<file path="config.mk">
export PLATFORM = sky130hd
export DESIGN_NAME = frame_merger_top
export DESIGN_NICKNAME = d
export VERILOG_FILES = /design/src/source/merge_pkg.sv /design/src/source/frame_parser.sv /design/src/source/copy_buffer.sv /design/src/source/sweep_counter.sv /design/src/source/copy_voter.sv /design/src/source/group_fsm.sv /design/src/source/frame_merger_top.sv
export SDC_FILE = /design/constraint.sdc
export NUM_CORES = 2
export LEC_CHECK = 0
export BUFFER_PORTS_ARGS = -buffer_cell sky130_fd_sc_hd__buf_2
export CORE_MARGIN = 2
export CORE_UTILIZATION = 60
export CTS_CLUSTER_DIAMETER = 30
export DETAILED_ROUTE_END_ITERATION = 8
export PLACE_DENSITY = 0.76
export SYNTH_ARGS = -nofsm -noshare
export SYNTH_HDL_FRONTEND = slang
export SYNTH_SLANG_ARGS = --single-unit
export TNS_END_PERCENT = 1
</file>
<file path="constraint.sdc">
create_clock -name clk -period 4.6 [get_ports clk]
set_clock_uncertainty 0.1 [all_clocks]
set_input_delay 0.23 -clock clk [delete_from_list [all_inputs] [get_ports clk]]
set_output_delay 0.23 -clock clk [all_outputs]
set_load 0.03 [all_outputs]
</file>
<file path="src/source/merge_pkg.sv">
package merge_pkg;

	// ========================================
	// frame layout and sizes
	// ========================================

	localparam int ID_OFFSET  = 22; // copy id byte position in header
	localparam int NUM_COPIES = 3;
	localparam int BUF_DEPTH  = 64; // payload bytes per copy
	localparam int READ_PIPE  = 2;  // address to registered output

	localparam int ADDR_W = $clog2(BUF_DEPTH);
	localparam int LEN_W  = $clog2(BUF_DEPTH + 1);
	localparam int ID_W   = $clog2(NUM_COPIES + 1);
	localparam int OFS_W  = $clog2(ID_OFFSET + 2); // header offset, saturates

	// ========================================
	// shared types
	// ========================================

	typedef logic [7:0]            byte_t;
	typedef logic [ADDR_W-1:0]     addr_t;
	typedef logic [LEN_W-1:0]      len_t;      // 0 to BUF_DEPTH
	typedef logic [ID_W-1:0]       copy_id_t;  // 0 means no valid copy
	typedef logic [NUM_COPIES-1:0] copy_mask_t; // bit 0 is copy 1
	typedef logic [OFS_W-1:0]      ofs_t;

	// collector states
	typedef enum logic [2:0] {
		IDLE,
		GOT1,
		GOT2,
		VOTE,
		PLAY
	} state_t;

endpackage

</file>
<file path="src/source/frame_parser.sv">
`timescale 1ns/1ps

module frame_parser (
	input  logic                  clk,
	input  logic                  reset,
	input  logic                  rx_en,
	input  merge_pkg::byte_t      rx_data,
	input  logic                  capture_en,
	output merge_pkg::copy_mask_t wr_mask,
	output merge_pkg::addr_t      wr_addr,
	output merge_pkg::byte_t      wr_data,
	output logic                  frame_done,
	output merge_pkg::copy_id_t   done_id,
	output merge_pkg::len_t       done_len
);
	import merge_pkg::*;

	logic     rx_en_q;
	logic     rx_en_d;
	byte_t    rx_data_q;
	ofs_t     offset;     // offset of the byte now in rx_data_q
	copy_id_t cur_id;
	len_t     pay_len;    // payload bytes stored so far
	logic     at_payload;
	logic     id_ok;
	logic     wr_go;

	assign at_payload = (offset == ofs_t'(ID_OFFSET + 1)); // past the id byte
	assign id_ok      = (rx_data_q >= 8'd1) && (rx_data_q <= byte_t'(NUM_COPIES));

	// a payload byte goes to the buffer of its copy, until the buffer is full
	assign wr_go   = rx_en_q && at_payload && capture_en && (cur_id != '0) &&
	                 (pay_len < len_t'(BUF_DEPTH));
	assign wr_mask = wr_go ? (copy_mask_t'(1) << (cur_id - 2'd1)) : '0;
	assign wr_addr = addr_t'(pay_len);
	assign wr_data = rx_data_q;

	always_ff @(posedge clk) begin
		rx_data_q <= rx_data;
		done_id   <= (pay_len != '0) ? cur_id : '0; // empty frame reports no id
		done_len  <= pay_len;
	end

	always_ff @(posedge clk) begin
		if (reset) begin
			rx_en_q    <= 1'b0;
			rx_en_d    <= 1'b0;
			offset     <= '0;
			cur_id     <= '0;
			pay_len    <= '0;
			frame_done <= 1'b0;
		end else begin
			rx_en_q    <= rx_en;
			rx_en_d    <= rx_en_q;
			frame_done <= rx_en_d && !rx_en_q; // falling edge of the frame

			if (!rx_en_q) begin
				offset <= '0;
			end else if (!at_payload) begin
				offset <= offset + 1'b1;
			end

			if (rx_en_q && (offset == '0)) begin
				cur_id  <= '0; // new frame
				pay_len <= '0;
			end else if (rx_en_q && (offset == ofs_t'(ID_OFFSET))) begin
				cur_id <= id_ok ? copy_id_t'(rx_data_q) : '0;
			end else if (wr_go) begin
				pay_len <= pay_len + 1'b1;
			end
		end
	end

endmodule

</file>
<file path="src/source/copy_buffer.sv">
`timescale 1ns/1ps

module copy_buffer (
	input  logic             clk,
	input  logic             wr_en,
	input  merge_pkg::addr_t wr_addr,
	input  merge_pkg::byte_t wr_data,
	input  merge_pkg::addr_t rd_addr,
	output merge_pkg::byte_t rd_data
);
	import merge_pkg::*;

	byte_t mem [BUF_DEPTH];

	always_ff @(posedge clk) begin
		if (wr_en) begin
			mem[wr_addr] <= wr_data;
		end
		rd_data <= mem[rd_addr]; // one cycle read
	end

endmodule

</file>
<file path="src/source/sweep_counter.sv">
`timescale 1ns/1ps

module sweep_counter (
	input  logic             clk,
	input  logic             reset,
	input  logic             sweep_start,
	input  merge_pkg::len_t  sweep_len,
	output merge_pkg::addr_t rd_addr,
	output logic             sweep_done
);
	import merge_pkg::*;

	len_t                 cnt;
	len_t                 len_q;
	logic                 active;
	logic                 last_step;
	logic [READ_PIPE-1:0] done_pipe; // end pulse waits for the read data

	// a zero length still spends one address cycle
	assign last_step  = active && ((cnt + 1'b1) >= len_q);
	assign rd_addr    = addr_t'(cnt);
	assign sweep_done = done_pipe[READ_PIPE-1];

	always_ff @(posedge clk) begin
		if (reset) begin
			active    <= 1'b0;
			cnt       <= '0;
			len_q     <= '0;
			done_pipe <= '0;
		end else begin
			done_pipe <= {done_pipe[READ_PIPE-2:0], last_step};
			if (sweep_start) begin
				active <= 1'b1;
				cnt    <= '0;
				len_q  <= sweep_len;
			end else if (last_step) begin
				active <= 1'b0;
			end else if (active) begin
				cnt <= cnt + 1'b1; // next address
			end
		end
	end

endmodule

</file>
<file path="src/source/copy_voter.sv">
`timescale 1ns/1ps

module copy_voter (
	input  logic                clk,
	input  logic                reset,
	input  logic                frame_done,
	input  merge_pkg::copy_id_t done_id,
	input  merge_pkg::len_t     done_len,
	input  logic                sweep_start,
	input  logic                play,
	input  merge_pkg::byte_t    rd_data1,
	input  merge_pkg::byte_t    rd_data2,
	input  merge_pkg::byte_t    rd_data3,
	output merge_pkg::len_t     sweep_len,
	output logic                all_equal,
	output logic                select_valid,
	output merge_pkg::byte_t    data_out,
	output logic                en_out
);
	import merge_pkg::*;

	len_t  copy_len [NUM_COPIES];
	len_t  beat_left; // addresses still to come in this sweep
	logic  beat_vld;  // read data of this cycle belongs to the sweep
	logic  mm12;
	logic  mm13;
	logic  mm23;
	logic  agree12;
	logic  agree13;
	logic  agree23;
	logic  sel1;
	len_t  min12;
	len_t  min_len;
	byte_t sel_byte;

	// ========================================
	// pair agreement and selection
	// ========================================

	assign agree12 = (copy_len[0] == copy_len[1]) && !mm12;
	assign agree13 = (copy_len[0] == copy_len[2]) && !mm13;
	assign agree23 = (copy_len[1] == copy_len[2]) && !mm23;

	assign all_equal    = agree12 && agree13 && agree23;
	assign sel1         = agree12 || agree13; // copy 1 preferred
	assign select_valid = sel1 || agree23;

	assign min12     = (copy_len[0] < copy_len[1]) ? copy_len[0] : copy_len[1];
	assign min_len   = (min12 < copy_len[2]) ? min12 : copy_len[2];
	assign sweep_len = play ? (sel1 ? copy_len[0] : copy_len[1]) : min_len;
	assign sel_byte  = sel1 ? rd_data1 : rd_data2;

	always_ff @(posedge clk) begin
		if (frame_done && (done_id != '0)) begin
			copy_len[done_id - 2'd1] <= done_len;
		end
		if (beat_vld && play) begin
			data_out <= sel_byte;
		end
	end

	always_ff @(posedge clk) begin
		if (reset) begin
			beat_left <= '0;
			beat_vld  <= 1'b0;
			mm12      <= 1'b0;
			mm13      <= 1'b0;
			mm23      <= 1'b0;
			en_out    <= 1'b0;
		end else begin
			beat_vld <= (beat_left != '0);
			en_out   <= beat_vld && play;
			if (sweep_start) begin
				beat_left <= sweep_len;
			end else if (beat_left != '0) begin
				beat_left <= beat_left - 1'b1;
			end

			if (sweep_start && !play) begin
				mm12 <= 1'b0; // fresh vote
				mm13 <= 1'b0;
				mm23 <= 1'b0;
			end else if (beat_vld && !play) begin
				mm12 <= mm12 || (rd_data1 != rd_data2);
				mm13 <= mm13 || (rd_data1 != rd_data3);
				mm23 <= mm23 || (rd_data2 != rd_data3);
			end
		end
	end

endmodule

</file>
<file path="src/source/group_fsm.sv">
`timescale 1ns/1ps

module group_fsm (
	input  logic                clk,
	input  logic                reset,
	input  logic                frame_done,
	input  merge_pkg::copy_id_t done_id,
	input  logic                sweep_done,
	input  logic                all_equal,
	input  logic                select_valid,
	output logic                capture_en,
	output logic                sweep_start,
	output logic                play,
	output logic                lost
);
	import merge_pkg::*;

	state_t state;
	state_t state_next;
	logic   lost_next;
	logic   start_next;

	assign play = (state == PLAY);

	// ========================================
	// next state
	// ========================================

	always_comb begin
		state_next = state;
		lost_next  = 1'b0;
		start_next = 1'b0;
		case (state)
			IDLE: begin
				if (frame_done) begin
					if (done_id == 2'd1) begin
						state_next = GOT1;
					end else begin
						lost_next = 1'b1; // group did not start with copy 1
					end
				end
			end
			GOT1: begin
				if (frame_done) begin
					lost_next = (done_id != 2'd2);
					if (done_id == 2'd2) begin
						state_next = GOT2;
					end else if (done_id != 2'd1) begin
						state_next = IDLE;
					end
				end
			end
			GOT2: begin
				if (frame_done) begin
					lost_next = (done_id != 2'd3);
					if (done_id == 2'd3) begin
						state_next = VOTE;
						start_next = 1'b1; // compare pass
					end else if (done_id == 2'd1) begin
						state_next = GOT1; // restart group
					end else begin
						state_next = IDLE;
					end
				end
			end
			VOTE: begin
				if (sweep_done) begin
					if (select_valid) begin
						state_next = PLAY;
						start_next = 1'b1; // playback pass
						lost_next  = !all_equal;
					end else begin
						state_next = IDLE;
						lost_next  = 1'b1; // no two copies agree
					end
				end
			end
			PLAY: begin
				if (sweep_done) begin
					state_next = IDLE;
				end
			end
			default: state_next = IDLE;
		endcase
	end

	always_ff @(posedge clk) begin
		if (reset) begin
			state       <= IDLE;
			lost        <= 1'b0;
			sweep_start <= 1'b0;
			capture_en  <= 1'b0;
		end else begin
			state       <= state_next;
			lost        <= lost_next;
			sweep_start <= start_next;
			capture_en  <= (state_next == IDLE) || (state_next == GOT1) ||
			               (state_next == GOT2);
		end
	end

endmodule

</file>
<file path="src/source/frame_merger_top.sv">
`timescale 1ns/1ps

module frame_merger_top (
	input  logic             clk,
	input  logic             reset,
	input  logic             rx_en,
	input  merge_pkg::byte_t rx_data,
	output merge_pkg::byte_t data_out,
	output logic             en_out,
	output logic             lost
);
	import merge_pkg::*;

	copy_mask_t wr_mask;
	addr_t      wr_addr;
	byte_t      wr_data;
	logic       frame_done;
	copy_id_t   done_id;
	len_t       done_len;
	logic       capture_en;
	logic       sweep_start;
	logic       play;
	addr_t      rd_addr;
	logic       sweep_done;
	len_t       sweep_len;
	logic       all_equal;
	logic       select_valid;
	byte_t      rd_data [NUM_COPIES];

	frame_parser i_parser (
		.clk        (clk),
		.reset      (reset),
		.rx_en      (rx_en),
		.rx_data    (rx_data),
		.capture_en (capture_en),
		.wr_mask    (wr_mask),
		.wr_addr    (wr_addr),
		.wr_data    (wr_data),
		.frame_done (frame_done),
		.done_id    (done_id),
		.done_len   (done_len)
	);

	// one store per copy, all read at the same address
	for (genvar i = 0; i < NUM_COPIES; i++) begin : g_buf
		copy_buffer i_buf (
			.clk     (clk),
			.wr_en   (wr_mask[i]),
			.wr_addr (wr_addr),
			.wr_data (wr_data),
			.rd_addr (rd_addr),
			.rd_data (rd_data[i])
		);
	end

	sweep_counter i_counter (
		.clk         (clk),
		.reset       (reset),
		.sweep_start (sweep_start),
		.sweep_len   (sweep_len),
		.rd_addr     (rd_addr),
		.sweep_done  (sweep_done)
	);

	copy_voter i_voter (
		.clk          (clk),
		.reset        (reset),
		.frame_done   (frame_done),
		.done_id      (done_id),
		.done_len     (done_len),
		.sweep_start  (sweep_start),
		.play         (play),
		.rd_data1     (rd_data[0]),
		.rd_data2     (rd_data[1]),
		.rd_data3     (rd_data[2]),
		.sweep_len    (sweep_len),
		.all_equal    (all_equal),
		.select_valid (select_valid),
		.data_out     (data_out),
		.en_out       (en_out)
	);

	group_fsm i_fsm (
		.clk          (clk),
		.reset        (reset),
		.frame_done   (frame_done),
		.done_id      (done_id),
		.sweep_done   (sweep_done),
		.all_equal    (all_equal),
		.select_valid (select_valid),
		.capture_en   (capture_en),
		.sweep_start  (sweep_start),
		.play         (play),
		.lost         (lost)
	);

endmodule

</file>
==> impl_metrics.tcl <==
set metrics [dict create \
    ys_warn_count 0 \
    final.period_utilization 0.855 \
    place.gp.congestion 0.938 \
    vias_per_cell 6.82 \
    syn_to_final_growth_pct 18.4 \
    ioPinCount 21 \
    p_int_mw 31.1 \
    path_common_cell "o21ai_0" \
    seq_area_frac_synth 0.757 \
    synth_top_cell_by_area "edfxtp_1" \
    seq_power_share 0.426 \
    coreArea_sq_um 107000 \
    crit_path_end_kind "flop" \
    grt_usage 0.305 \
    yosysMostFrequentCell "edfxtp_1" \
    power_frac_comb 0.012 \
    synth_seq_cells 1658 \
    drc 0 \
    clkPwrFrac 0.562 \
    switching_share 0.205 \
    crit_buf_inv 0 \
    synth_edf_count 1565 \
    rsz0062_at_grt "false" \
    antenna_found_initial 3 \
    fin_tns_setup_ps 0 \
    drive_above_1_share 0.299 \
    wl_per_cell_um 33.6 \
    drv_cap 0 \
    synth_area_leaders "edfxtp_1 73%, mux4_2 17%, dfxtp_1 2.9%, nor2_1 1.4%, nand2_1 0.71%" \
    grt_first_pass_wirelength_um 242000 \
    cp-start-kind "flop" \
    wl_um 165000 \
    reg2reg_from "i_voter.copy_len[0][6]" \
    critical_path_class "reg -> reg" \
    die_h_um 332 \
    r2r-end "i_counter.len_q[1]" \
    crit_family "compound AO/OA/AOI/OAI gates" \
    syn-num-nets 3083 \
    crit_chain "ha_1 -> a21oi_1 -> o21ai_0 -> nor2_1 -> o21ai_0 -> ha_1 -> a21oi_1 -> o21ai_0 -> a211o_1 -> nor2_1 -> o221ai_1 -> a221oi_1" \
    hp-class "in -> reg" \
    synth_top_flop_cell "edfxtp_1" \
    synthCells 3045 \
    cts_buffer_depth 4 \
    syn-cell-area_sq_um 64500 \
    cts_setup_buffers 0 \
    setup_viol 0 \
    numCtsBuffers 302 \
    grt_start_max_net_pins 103 \
    fmax_mhz 254 \
    layout_setup_ws_ps 669 \
    slew_viol_final 0 \
    synth_cell_types 54 \
    crit_arrival_ps 4610 \
    grt_pass1_vias 34500 \
    r2r_slack_ps 670 \
    finalHoldViolCount 0 \
    slowest_delay_ps 470 \
    dpl_cell_area_sq_um 66200 \
    rr_worst_depth 12 \
    max_slew.worst_pin.slew_ps 1360 \
    dr.first_iter.drc_count 5076 \
    power_switching_mw 8.04 \
    hp-start "reset" \
    ant_nets 0 \
    total_power_mw 39.1 \
    syn_avg_cell_area_sq_um 21.2 \
    vias 33400 \
    cts_tree "yes" \
    run_status "completed" \
    clkSinkCount 1658 \
    nNetsFinal 3313 \
    clk_latency_ps 900 \
    ctsHtreeMaxLevel 5 \
    synthTopCellsByCount "1,565 x edfxtp_1, 480 x mux4_2, 240 x nor2_1" \
    rows 120 \
    die_area_sq_um 110000 \
    clk_pin_slew_ps 50 \
    hold_depth 3 \
    die_w_um 332 \
    critPathMaxFanout 7 \
    async_reset_ff_frac 0 \
    slowest_stage "edfxtp_1" \
    cts-resized-gates 0 \
    relSlewSlack 0.0873 \
    start_util 0.604 \
    post-route-cell-area_sq_um 76400 \
    drtPass1Iterations 7 \
    worstPathRequired_ps 5270 \
    dpl_worst_slack_ps 805 \
    layout_min_cycle_time_ps 3930 \
    vdd_drop_max_uv 535 \
    dpl.hpwl_um 91700 \
    power.density_nw_per_um2 512 \
    hold_path_end "i_voter.beat_vld" \
    p_leak_nw 24.0 \
    root_buffer "clkbuf_16" \
    netlist.area_leader.share 0.728 \
    port_buffers 20 \
    whs_ps 221 \
    overflow 0 \
]
per-layer routing:
metal / up-vias / routed length (um) / GRT usage / share of wire
met3: 459 / 17500 / 0.0690 / 0.11
met5: - / 17 / 0 / 0.00010
met2: 2439 / 80800 / 0.483 / 0.49
li1: 13100 / - / - / -
met1: 17400 / 59300 / 0.416 / 0.36
met4: 2 / 7230 / 0.134 / 0.044
placed cells by master (no fill, tap or decap), types with 5 or more instances in the layout:
cell	n
and2_1	5
nor3b_1	5
dfxtp_4	12
buf_2	20
nand3_1	15
mux4_2	480
nand2b_1	5
ha_1	27
nor4_1	11
and3_1	9
o21ai_0	21
clkinv_1	31
inv_6	32
nand2_1	122
a21oi_1	35
a21o_1	6
a22oi_1	50
bufinv_16	36
nor2_1	240
clkbuf_1	35
nand4_1	6
buf_12	8
mux2_2	13
xnor2_1	8
xor2_1	49
inv_1	35
a31oi_1	5
clkinv_2	28
clkinvlp_4	24
buf_4	42
clkinv_4	19
dlygate4sd3_1	19
clkbuf_16	309
dfxtp_1	81
edfxtp_1	1565
nor3_1	12
worst reg2reg max path, delay by kind of cell, from the launching register on:
kind            cells  cell delay, ps
flops               1             470
simple gates        2             770
compound gates      8            1810
fa+ha+maj           2             710
area by class of cell:
type | count | area [sq um]
multi-input combinational | 1189 | 14800
timing repair buffer | 89 | 766
clock inverter | 180 | 2130
inverter | 35 | 131
clock buffer | 346 | 7890
tap | 1403 | 1760
fill | 5800 | 30500
antenna | 2 | 5.00
sequential | 1658 | 48900
flip-flops by register name, summed over array words and instances (netlist names), 2 cells and up:
register / flops
i_parser.done_id: 2
i_counter.len_q: 7
i_counter.cnt: 7
i_voter.data_out: 8
i_fsm.state: 3
i_parser.wr_data: 8
g_buf.i_buf.rd_data: 24
i_parser.offset: 5
i_parser.cur_id: 2
i_voter.copy_len: 21
i_counter.done_pipe: 2
i_voter.beat_left: 7
g_buf.i_buf.mem: 1536
i_parser.pay_len: 7
i_parser.done_len: 7
logic make-up (layout without fill, tap and decap cells):
group,Yosys count,after routing,share of synthesized area
xor+xnor,57,57,0.00774
other cells,0,2,0
flops,1658,1658,0.757
simple gates,454,454,0.0299
compound gates,155,155,0.0162
buf+inv,198,650,0.0135
fa+ha+maj,27,27,0.00524
mux,496,496,0.170
metrics by stage:
step           cells   util
2_1_floorplan   3045      -
3_3_place_gp    4355  0.619
3_5_place_dp    4355  0.619
4_1_cts         4900  0.715
5_1_grt         4900  0.715
6_report        4902  0.715
power by group through the flow:
stage / combinational [mW] / clock (mW) / sequential (mW)
6_report: 0.468 / 22.0 / 16.7
5_1_grt: 0.514 / 22.7 / 16.7
4_1_cts: 0.463 / 22.1 / 16.7
3_5_place_dp: 0.442 / 0 / 17.0
3_3_place_gp: 0.416 / 0 / 16.9
2_1_floorplan: 0.212 / 0 / 17.0
how the worst max path moves through the flow:
stage	end	depth (start not counted)	start
floorplan	i_parser.cur_id[0]	4	i_parser.wr_data[0]
global placement	i_counter.len_q[2]	12	i_voter.copy_len[0][6]
detailed placement	i_voter.beat_left[6]	12	i_voter.copy_len[0][6]
CTS	i_voter.beat_left[6]	12	i_voter.copy_len[0][6]
global route	i_counter.len_q[1]	12	i_voter.copy_len[0][6]
finish	i_counter.len_q[1]	12	i_voter.copy_len[0][6]
what timing repair did:
| item | in CTS | in global routing |
|---|---|---|
| hold endpoints to repair | 24 | 0 |
| endpoints found under the setup margin | 0 | 0 |
| hold buffers | 19 | 0 |
Note: power is estimated with default switching activity, not from simulation.
